===== src/hw/rcfg_pkg.sv =====
// Reconfiguration bridge package with widths, CSR map, profile sizes and bus types
`default_nettype none

package rcfg_pkg;

  // Bus widths
  localparam int ADDR_BITS       = 10;
  localparam int DATA_WIDTH      = 32;
  localparam int XCVR_DATA_WIDTH = 8;

  // Soft CSR decode and register offsets
  localparam int CSR_SEL_BIT = 9;
  localparam logic [CSR_SEL_BIT-1:0] CSR_STATUS    = 'd0;
  localparam logic [CSR_SEL_BIT-1:0] CSR_PD_CTRL   = 'd1;
  localparam logic [CSR_SEL_BIT-1:0] CSR_STRM_CTRL = 'd2;

  // Embedded streamer profiles
  localparam int PROFILE_CNT      = 2;
  localparam int PROFILE_WORDS    = 4;
  localparam int PROFILE_SEL_BITS = 1;
  localparam int WORD_IDX_BITS    = 2;
  localparam logic [ADDR_BITS-1:0]       PROFILE_BASE_ADDR = 10'h010;
  localparam logic [XCVR_DATA_WIDTH-1:0] PROFILE_DATA_BASE = 8'hA0;

  // One AVMM request on the 8-bit channel
  typedef struct packed {
    logic                       write;
    logic                       read;
    logic [ADDR_BITS-1:0]       address;
    logic [XCVR_DATA_WIDTH-1:0] writedata;
  } avmm_req_t;

  // One profile entry
  typedef struct packed {
    logic [ADDR_BITS-1:0]       address;
    logic [XCVR_DATA_WIDTH-1:0] data;
  } rcfg_word_t;

  // Streamer control from the soft CSR
  typedef struct packed {
    logic [PROFILE_SEL_BITS-1:0] cfg_sel;
    logic                        cfg_load;
  } strm_ctrl_t;

endpackage

`default_nettype wire


===== src/hw/rcfg_strm_fsm.sv =====
// Streamer sequencer that walks one profile and writes each entry to the transceiver
`timescale 1ns/100ps
`default_nettype none

module rcfg_strm_fsm
  import rcfg_pkg::*;
(
  input  logic       reconfig_clk,
  input  logic       rst_n,
  input  strm_ctrl_t strm_ctrl,
  input  rcfg_word_t rom_word,
  input  logic       last_word,
  input  logic       strm_waitrequest,
  output avmm_req_t  strm_req,
  output logic       strm_busy,
  output logic       cnt_clear,
  output logic       cnt_incr
);

  typedef enum logic [1:0] {
    IDLE,
    WRITE,
    DONE
  } state_t;

  state_t state;
  state_t state_nxt;
  logic   word_accepted;

  always_ff @(posedge reconfig_clk or negedge rst_n) begin
    if (!rst_n) begin
      state <= IDLE;
    end else begin
      state <= state_nxt;
    end
  end

  assign word_accepted = (state == WRITE) && !strm_waitrequest;

  always_comb begin
    state_nxt = state;
    case (state)
      IDLE:    if (strm_ctrl.cfg_load) state_nxt = WRITE;
      WRITE:   if (word_accepted && last_word) state_nxt = DONE;
      DONE:    state_nxt = IDLE;
      default: state_nxt = IDLE;
    endcase
  end

  assign strm_busy = (state == WRITE);
  assign cnt_clear = (state == IDLE) && strm_ctrl.cfg_load;
  assign cnt_incr  = word_accepted;

  // Present the current ROM entry as a write for as long as the channel stalls it
  assign strm_req = '{write:     strm_busy,
                      read:      1'b0,
                      address:   rom_word.address,
                      writedata: rom_word.data};

  // A stalled write keeps its address and data until the channel takes it
  a_strm_hold: assert property (@(posedge reconfig_clk) disable iff (!rst_n)
    strm_req.write && strm_waitrequest |=> strm_req.write && $stable(strm_req));

endmodule

`default_nettype wire


===== src/hw/rcfg_strm_counter.sv =====
// Word index counter for the streamer with a flag on the final profile word
`timescale 1ns/100ps
`default_nettype none

module rcfg_strm_counter
  import rcfg_pkg::*;
(
  input  logic                     reconfig_clk,
  input  logic                     rst_n,
  input  logic                     cnt_clear,
  input  logic                     cnt_incr,
  output logic [WORD_IDX_BITS-1:0] word_idx,
  output logic                     last_word
);

  always_ff @(posedge reconfig_clk or negedge rst_n) begin
    if (!rst_n) begin
      word_idx <= '0;
    end else if (cnt_clear) begin
      word_idx <= '0;
    end else if (cnt_incr) begin
      word_idx <= word_idx + 1'b1;
    end
  end

  // Compare on the registered index so the flag is glitch free
  assign last_word = (word_idx == WORD_IDX_BITS'(PROFILE_WORDS - 1));

  // Clear only comes from IDLE and increment only from WRITE
  a_clear_incr_excl: assert property (@(posedge reconfig_clk) disable iff (!rst_n)
    !(cnt_clear && cnt_incr));

endmodule

`default_nettype wire


===== src/hw/rcfg_profile_rom.sv =====
// Constant table of address and data pairs for each streamer profile
`timescale 1ns/100ps
`default_nettype none

module rcfg_profile_rom
  import rcfg_pkg::*;
(
  input  logic [PROFILE_SEL_BITS-1:0] cfg_sel,
  input  logic [WORD_IDX_BITS-1:0]    word_idx,
  output rcfg_word_t                  rom_word
);

  rcfg_word_t profile_table [PROFILE_CNT][PROFILE_WORDS];

  // Entry p,i targets consecutive registers and carries a profile tagged byte
  function automatic rcfg_word_t make_entry(input int p, input int i);
    rcfg_word_t e;
    e.address = PROFILE_BASE_ADDR + ADDR_BITS'(i);
    e.data    = PROFILE_DATA_BASE + XCVR_DATA_WIDTH'(16 * p + i);
    return e;
  endfunction

  always_comb begin
    for (int p = 0; p < PROFILE_CNT; p++) begin
      for (int i = 0; i < PROFILE_WORDS; i++) begin
        profile_table[p][i] = make_entry(p, i);
      end
    end
  end

  assign rom_word = profile_table[cfg_sel][word_idx];

endmodule

`default_nettype wire


===== src/hw/rcfg_arbiter.sv =====
// Channel arbiter between the streamer and the user port, with 32 to 8 bit data narrowing
`timescale 1ns/100ps
`default_nettype none

module rcfg_arbiter
  import rcfg_pkg::*;
(
  input  logic                       user_write,
  input  logic                       user_read,
  input  logic [ADDR_BITS-1:0]       user_address,
  input  logic [DATA_WIDTH-1:0]      user_writedata,
  output logic                       user_waitrequest,
  output logic [DATA_WIDTH-1:0]      user_readdata,
  input  avmm_req_t                  strm_req,
  input  logic                       strm_busy,
  output logic                       strm_waitrequest,
  output avmm_req_t                  chnl_req,
  input  logic                       chnl_waitrequest,
  input  logic [XCVR_DATA_WIDTH-1:0] chnl_readdata
);

  avmm_req_t user_req;

  // The transceiver only takes the low byte of each user word
  assign user_req = '{write:     user_write,
                      read:      user_read,
                      address:   user_address,
                      writedata: user_writedata[XCVR_DATA_WIDTH-1:0]};

  // Streamer owns the channel for its whole run
  assign chnl_req = strm_busy ? strm_req : user_req;

  // User strobes are held off and not forwarded while streaming
  assign user_waitrequest = strm_busy ? 1'b1 : chnl_waitrequest;
  assign strm_waitrequest = strm_busy ? chnl_waitrequest : 1'b1;

  assign user_readdata = DATA_WIDTH'(chnl_readdata);

endmodule

`default_nettype wire


===== src/hw/pll_soft_csr.sv =====
// PLL soft CSR with status readback, powerdown override and streamer start control
`timescale 1ns/100ps
`default_nettype none

module pll_soft_csr
  import rcfg_pkg::*;
(
  input  logic                       reconfig_clk,
  input  logic                       rst_n,
  input  avmm_req_t                  chnl_req,
  output logic                       chnl_waitrequest,
  output logic [XCVR_DATA_WIDTH-1:0] chnl_readdata,
  output avmm_req_t                  xcvr_req,
  input  logic [XCVR_DATA_WIDTH-1:0] avmm_readdata,
  input  logic                       avmm_waitrequest,
  input  logic                       in_pll_powerdown,
  input  logic                       in_pll_locked,
  input  logic                       in_pll_cal_busy,
  input  logic                       in_avmm_busy,
  output strm_ctrl_t                 strm_ctrl,
  output logic                       out_pll_powerdown
);

  logic                        csr_sel;
  logic                        csr_wr;
  logic [CSR_SEL_BIT-1:0]      csr_offset;
  logic [XCVR_DATA_WIDTH-1:0]  csr_rdata;
  logic                        pd_ovr_en;
  logic                        pd_ovr_val;
  logic [PROFILE_SEL_BITS-1:0] cfg_sel_q;
  logic                        load_q;

  assign csr_sel    = chnl_req.address[CSR_SEL_BIT];
  assign csr_offset = chnl_req.address[CSR_SEL_BIT-1:0];

  // The load cycle stalls the channel until the streamer raises busy
  assign csr_wr = chnl_req.write && csr_sel && !load_q;

  always_ff @(posedge reconfig_clk or negedge rst_n) begin
    if (!rst_n) begin
      pd_ovr_en  <= 1'b0;
      pd_ovr_val <= 1'b0;
      cfg_sel_q  <= '0;
      load_q     <= 1'b0;
    end else begin
      load_q <= csr_wr && (csr_offset == CSR_STRM_CTRL) && chnl_req.writedata[7];
      if (csr_wr && (csr_offset == CSR_PD_CTRL)) begin
        pd_ovr_en  <= chnl_req.writedata[0];
        pd_ovr_val <= chnl_req.writedata[1];
      end
      if (csr_wr && (csr_offset == CSR_STRM_CTRL)) begin
        cfg_sel_q <= chnl_req.writedata[PROFILE_SEL_BITS-1:0];
      end
    end
  end

  always_comb begin
    case (csr_offset)
      CSR_STATUS:    csr_rdata = {4'b0, in_pll_powerdown, in_avmm_busy,
                                  in_pll_cal_busy, in_pll_locked};
      CSR_PD_CTRL:   csr_rdata = {6'b0, pd_ovr_val, pd_ovr_en};
      CSR_STRM_CTRL: csr_rdata = XCVR_DATA_WIDTH'(cfg_sel_q);
      default:       csr_rdata = '0;
    endcase
  end

  // Split the channel between the soft registers and the transceiver
  assign xcvr_req = '{write:     chnl_req.write && !csr_sel && !load_q,
                      read:      chnl_req.read && !csr_sel && !load_q,
                      address:   chnl_req.address,
                      writedata: chnl_req.writedata};

  assign chnl_waitrequest = load_q || (!csr_sel && avmm_waitrequest);
  assign chnl_readdata    = csr_sel ? csr_rdata : avmm_readdata;

  assign strm_ctrl         = '{cfg_sel: cfg_sel_q, cfg_load: load_q};
  assign out_pll_powerdown = pd_ovr_en ? pd_ovr_val : in_pll_powerdown;

endmodule

`default_nettype wire


===== src/hw/atx_pll_rcfg_top.sv =====
// ATX PLL reconfiguration bridge top with user port, soft CSR and embedded streamer
`timescale 1ns/100ps
`default_nettype none

module atx_pll_rcfg_top
  import rcfg_pkg::*;
(
  input  logic                       reconfig_clk,
  input  logic                       rst_n,
  // User reconfiguration port
  input  logic                       reconfig_write,
  input  logic                       reconfig_read,
  input  logic [ADDR_BITS-1:0]       reconfig_address,
  input  logic [DATA_WIDTH-1:0]      reconfig_writedata,
  output logic [DATA_WIDTH-1:0]      reconfig_readdata,
  output logic                       reconfig_waitrequest,
  // Transceiver AVMM port
  output logic                       avmm_write,
  output logic                       avmm_read,
  output logic [ADDR_BITS-1:0]       avmm_address,
  output logic [XCVR_DATA_WIDTH-1:0] avmm_writedata,
  input  logic [XCVR_DATA_WIDTH-1:0] avmm_readdata,
  input  logic                       avmm_waitrequest,
  // PLL status and control
  input  logic                       in_pll_powerdown,
  input  logic                       in_pll_locked,
  input  logic                       in_pll_cal_busy,
  input  logic                       in_avmm_busy,
  output logic                       out_pll_powerdown
);

  avmm_req_t                  strm_req;
  avmm_req_t                  chnl_req;
  avmm_req_t                  xcvr_req;
  strm_ctrl_t                 strm_ctrl;
  rcfg_word_t                 rom_word;
  logic                       strm_busy;
  logic                       strm_waitrequest;
  logic                       chnl_waitrequest;
  logic [XCVR_DATA_WIDTH-1:0] chnl_readdata;
  logic                       cnt_clear;
  logic                       cnt_incr;
  logic [WORD_IDX_BITS-1:0]   word_idx;
  logic                       last_word;

  rcfg_strm_fsm i_strm_fsm (
    .reconfig_clk     (reconfig_clk),
    .rst_n            (rst_n),
    .strm_ctrl        (strm_ctrl),
    .rom_word         (rom_word),
    .last_word        (last_word),
    .strm_waitrequest (strm_waitrequest),
    .strm_req         (strm_req),
    .strm_busy        (strm_busy),
    .cnt_clear        (cnt_clear),
    .cnt_incr         (cnt_incr)
  );

  rcfg_strm_counter i_strm_counter (
    .reconfig_clk (reconfig_clk),
    .rst_n        (rst_n),
    .cnt_clear    (cnt_clear),
    .cnt_incr     (cnt_incr),
    .word_idx     (word_idx),
    .last_word    (last_word)
  );

  // Profile select is the CSR register, which cannot change while the user is stalled
  rcfg_profile_rom i_profile_rom (
    .cfg_sel  (strm_ctrl.cfg_sel),
    .word_idx (word_idx),
    .rom_word (rom_word)
  );

  rcfg_arbiter i_arbiter (
    .user_write       (reconfig_write),
    .user_read        (reconfig_read),
    .user_address     (reconfig_address),
    .user_writedata   (reconfig_writedata),
    .user_waitrequest (reconfig_waitrequest),
    .user_readdata    (reconfig_readdata),
    .strm_req         (strm_req),
    .strm_busy        (strm_busy),
    .strm_waitrequest (strm_waitrequest),
    .chnl_req         (chnl_req),
    .chnl_waitrequest (chnl_waitrequest),
    .chnl_readdata    (chnl_readdata)
  );

  pll_soft_csr i_soft_csr (
    .reconfig_clk      (reconfig_clk),
    .rst_n             (rst_n),
    .chnl_req          (chnl_req),
    .chnl_waitrequest  (chnl_waitrequest),
    .chnl_readdata     (chnl_readdata),
    .xcvr_req          (xcvr_req),
    .avmm_readdata     (avmm_readdata),
    .avmm_waitrequest  (avmm_waitrequest),
    .in_pll_powerdown  (in_pll_powerdown),
    .in_pll_locked     (in_pll_locked),
    .in_pll_cal_busy   (in_pll_cal_busy),
    .in_avmm_busy      (in_avmm_busy),
    .strm_ctrl         (strm_ctrl),
    .out_pll_powerdown (out_pll_powerdown)
  );

  assign avmm_write     = xcvr_req.write;
  assign avmm_read      = xcvr_req.read;
  assign avmm_address   = xcvr_req.address;
  assign avmm_writedata = xcvr_req.writedata;

endmodule

`default_nettype wire


===== config.mk =====
export PLATFORM = sky130hd
export DESIGN_NAME = atx_pll_rcfg_top
export DESIGN_NICKNAME = d
export VERILOG_FILES = /design/src/hw/rcfg_pkg.sv /design/src/hw/rcfg_strm_fsm.sv /design/src/hw/rcfg_strm_counter.sv /design/src/hw/rcfg_profile_rom.sv /design/src/hw/rcfg_arbiter.sv /design/src/hw/pll_soft_csr.sv /design/src/hw/atx_pll_rcfg_top.sv
export SDC_FILE = /design/constraint.sdc
export NUM_CORES = 1
export LEC_CHECK = 0
export BUFFER_PORTS_ARGS = -buffer_cell sky130_fd_sc_hd__buf_4
export CORE_MARGIN = 4
export CORE_UTILIZATION = 35
export CTS_CLUSTER_SIZE = 40
export DETAILED_ROUTE_END_ITERATION = 16
export PLACE_DENSITY = 0.85
export SKIP_CTS_REPAIR_TIMING = 1
export SLEW_MARGIN = 20
export SYNTH_ARGS = -nofsm -noshare
export SYNTH_HDL_FRONTEND = slang
export SYNTH_SLANG_ARGS = --single-unit

===== constraint.sdc =====
create_clock -name reconfig_clk -period 4 [get_ports reconfig_clk]
set_input_delay 0.4 -clock reconfig_clk [delete_from_list [all_inputs] [get_ports reconfig_clk]]
set_output_delay 0.4 -clock reconfig_clk [all_outputs]
set_load 0.03 [all_outputs]

==> results.sh <==
export IMPL_via_count=977
export IMPL_grt_max_degree=23
export IMPL_grt_pass1_wl_microns=3870
export IMPL_synth_top_area_cell="dfrtp_1"
export IMPL_finalNetCount=244
export IMPL_syn_mean_instance_area_sq_um=7.84
export IMPL_power_density_nw_per_um2=404
export IMPL_wire_per_inst_microns=12.5
export IMPL_period_share_pct=71.0
export IMPL_setup_viol=0
export IMPL_critPathLaunchType="flop"
export IMPL_crit_chain="nand2b_1 -> a21oi_2 -> inv_1 -> nor4b_1 -> a22o_1 -> buf_4"
export IMPL_clk_latency_ps=240
export IMPL_fin_area_sq_um=1370
export IMPL_grt_pass1_vias=863
export IMPL_tns_ps=0
export IMPL_critical_path_class="flop to primary output"
export IMPL_track_usage_pct=14.0
export IMPL_portBuffers=64
export IMPL_die_y_microns=59.6
export IMPL_drv_cap=0
export IMPL_htreeDepth=1
export IMPL_finClkSkew_ps=0.530
export IMPL_synth_ff_type="dfrtp_1"
export IMPL_drtIter0Drc=31
export IMPL_dp_hpwl_microns=2300
export IMPL_slew_headroom_pct=51.0
export IMPL_drive_above_1_share_pct=41.2
export IMPL_syn_area_sq_um=933
export IMPL_ios=113
export IMPL_yosys_top_cells_area="dfrtp_1 21%, buf_4 19%, and2_1 8.7%"
export IMPL_ys_ff_latch=8
export IMPL_leakage_nw=0.745
export IMPL_root_buffer="clkbuf_4"
export IMPL_vias_per_cell=4.61
export IMPL_grt_setup_unrepaired="no"
export IMPL_r2r_setup_slack_ps=1950
export IMPL_dieArea_sq_um=3560
export IMPL_start_util_pct=37.3
export IMPL_firstDrtPassIters=4
export IMPL_syn_instance_count=119
export IMPL_antenna_found_initial=0
export IMPL_async_reset_ff_share_pct=100
export IMPL_place_congestion=0.881
export IMPL_ys_types=34
export IMPL_slowest_stage="nand2b_1"
export IMPL_fin_crit_ps=2840
export IMPL_synth_top_cell_area_share_pct=21.4
export IMPL_rr_endpoint="i_soft_csr.pd_ovr_en$_DFFE_PN0P_"
export IMPL_dpl_cell_area_sq_um=1340
export IMPL_outcome="completed"
export IMPL_reg2reg_from="i_strm_fsm.state[1]$_DFFE_PN0P_"
export IMPL_ys_seq_area_share_pct=21.4
export IMPL_synthTopCellsByCount="24 x buf_4, 14 x nand2_1, 13 x and2_1"
export IMPL_required_ps=3600
export IMPL_endpoint="reconfig_readdata[3]"
export IMPL_slew_violations=0
export IMPL_diodes=0
export IMPL_crit_path_end_kind="primary output"
export IMPL_fmax_ghz=0.352
export IMPL_core_area_sq_um=2500
export IMPL_hold_viol_final=0
export IMPL_overflow=0
export IMPL_worstSetupStartpoint="i_strm_fsm.state[1]$_DFFE_PN0P_"
export IMPL_drc=0
export IMPL_synthToLayoutAreaGrowth_pct=47.2
export IMPL_cts_tree="yes"
export IMPL_numCtsBuffers=3
export IMPL_worst_slew_pin_slew_ps=735
export IMPL_synth_edff_count=0
export IMPL_drt_wl_total_microns=2640
export IMPL_yosysMostFrequentCell="buf_4"
export IMPL_min_path_type="input port to flop"
export IMPL_drtAntennaViolNets=0
export IMPL_cpPeakStageDelay_ps=490
export IMPL_crit_fanout=22
export IMPL_reg2regPathDepth=5
export IMPL_cp_arrival_ps=2440
export IMPL_path_clk_slew_ps=50
export IMPL_ctsLongestPathBuffers=2
export IMPL_rows=18
export IMPL_synth_warnings=0
export IMPL_ir_drop_mv=0.251
export IMPL_chipWidth_microns=59.6
export IMPL_cts_sinks=8
layer usage:
metal,share of wire (%),track usage [%],vias to the layer above
li1,-,-,484
met1,32,14.9,435
met2,53,26.1,56
met3,14,5.23,2
met4,0.80,2.85,0
met5,0,0,-
logic make-up after synthesis:
group,count (synthesis),share of synthesized area [%]
and+or+nand+nor,55,36.5
adders and majority gates,1,1.34
other,1,0.402
AOI/OAI and AO/OA,16,11.0
buffers and inverters,33,23.1
DFF,8,21.4
muxes,5,6.30
cell type report:
cell class                      instances  area, sq um
Fill cell                             236         1130
Sequential cell                         8          200
Timing Repair Buffer                   65          490
Clock buffer                            3         22.5
Tap cell                               30         37.5
Inverter                                5         18.8
Multi-Input combinational cell        101          604
through the flow:
stage | std cells | hold WS (ps) | total power [mW] | util, % | setup WS (ps)
after floorplan | 142 | 104 | 0.380 | - | 1680
after global placement | 208 | 221 | 0.497 | 53.7 | 1400
after detailed placement | 208 | 223 | 0.500 | 53.7 | 1410
after CTS | 211 | -43.1 | 0.560 | 54.6 | 1140
after global routing | 212 | 350 | 0.596 | 55.0 | 845
final | 212 | 354 | 0.555 | 55.0 | 1160
layout by cell type (no fill, tap or decap), types with 2 or more instances in the layout:
cell type / Yosys / routed
nand2_1: 14 / 14
nor2_1: 2 / 2
nor4b_1: 3 / 3
mux2_2: 3 / 3
dfrtp_1: 8 / 8
and2_1: 13 / 13
nand3_1: 3 / 3
inv_1: 5 / 5
conb_1: 1 / 24
buf_4: 24 / 64
nand2b_1: 7 / 7
nor2b_1: 2 / 2
a22o_1: 2 / 2
o21ai_0: 7 / 7
nor3_1: 3 / 3
clkbuf_4: 0 / 3
a21oi_1: 2 / 2
flip-flops by register name, summed over array words and instances, names as in the netlist:
name / flops
i_soft_csr.cfg_sel_q: 1
i_soft_csr.load_q: 1
i_soft_csr.pd_ovr_en: 1
i_soft_csr.pd_ovr_val: 1
i_strm_counter.word_idx: 2
i_strm_fsm.state: 2
power breakdown:
group | total (mW) | switching (mW) | internal, mW
registers | 0.113 | 0.0184 | 0.0947
logic | 0.384 | 0.246 | 0.137
clock network | 0.0585 | 0.0243 | 0.0341
total | 0.555 | 0.289 | 0.266
critical path, delay by kind of cell, from the launching register on:
family,cells,cell delay [ps]
AO/OA/AOI/OAI,2,590
buffers and inverters,2,290
flip-flops,1,400
AND/OR/NAND/NOR,2,920
how the worst min path moves through the flow:
stage                                 from                                end  depth (start not counted)
after detailed placement             rst_n  i_soft_csr.pd_ovr_val$_DFFE_PN0P_                          1
after global placement               rst_n  i_soft_csr.pd_ovr_val$_DFFE_PN0P_                          1
after CTS                            rst_n  i_soft_csr.pd_ovr_val$_DFFE_PN0P_                          1
after floorplan                      rst_n   i_soft_csr.cfg_sel_q$_DFFE_PN0P_                          0
after global routing      avmm_waitrequest    i_strm_fsm.state[1]$_DFFE_PN0P_                          2
final                     avmm_waitrequest    i_strm_fsm.state[1]$_DFFE_PN0P_                          2
(Power assumes the default switching activity.)
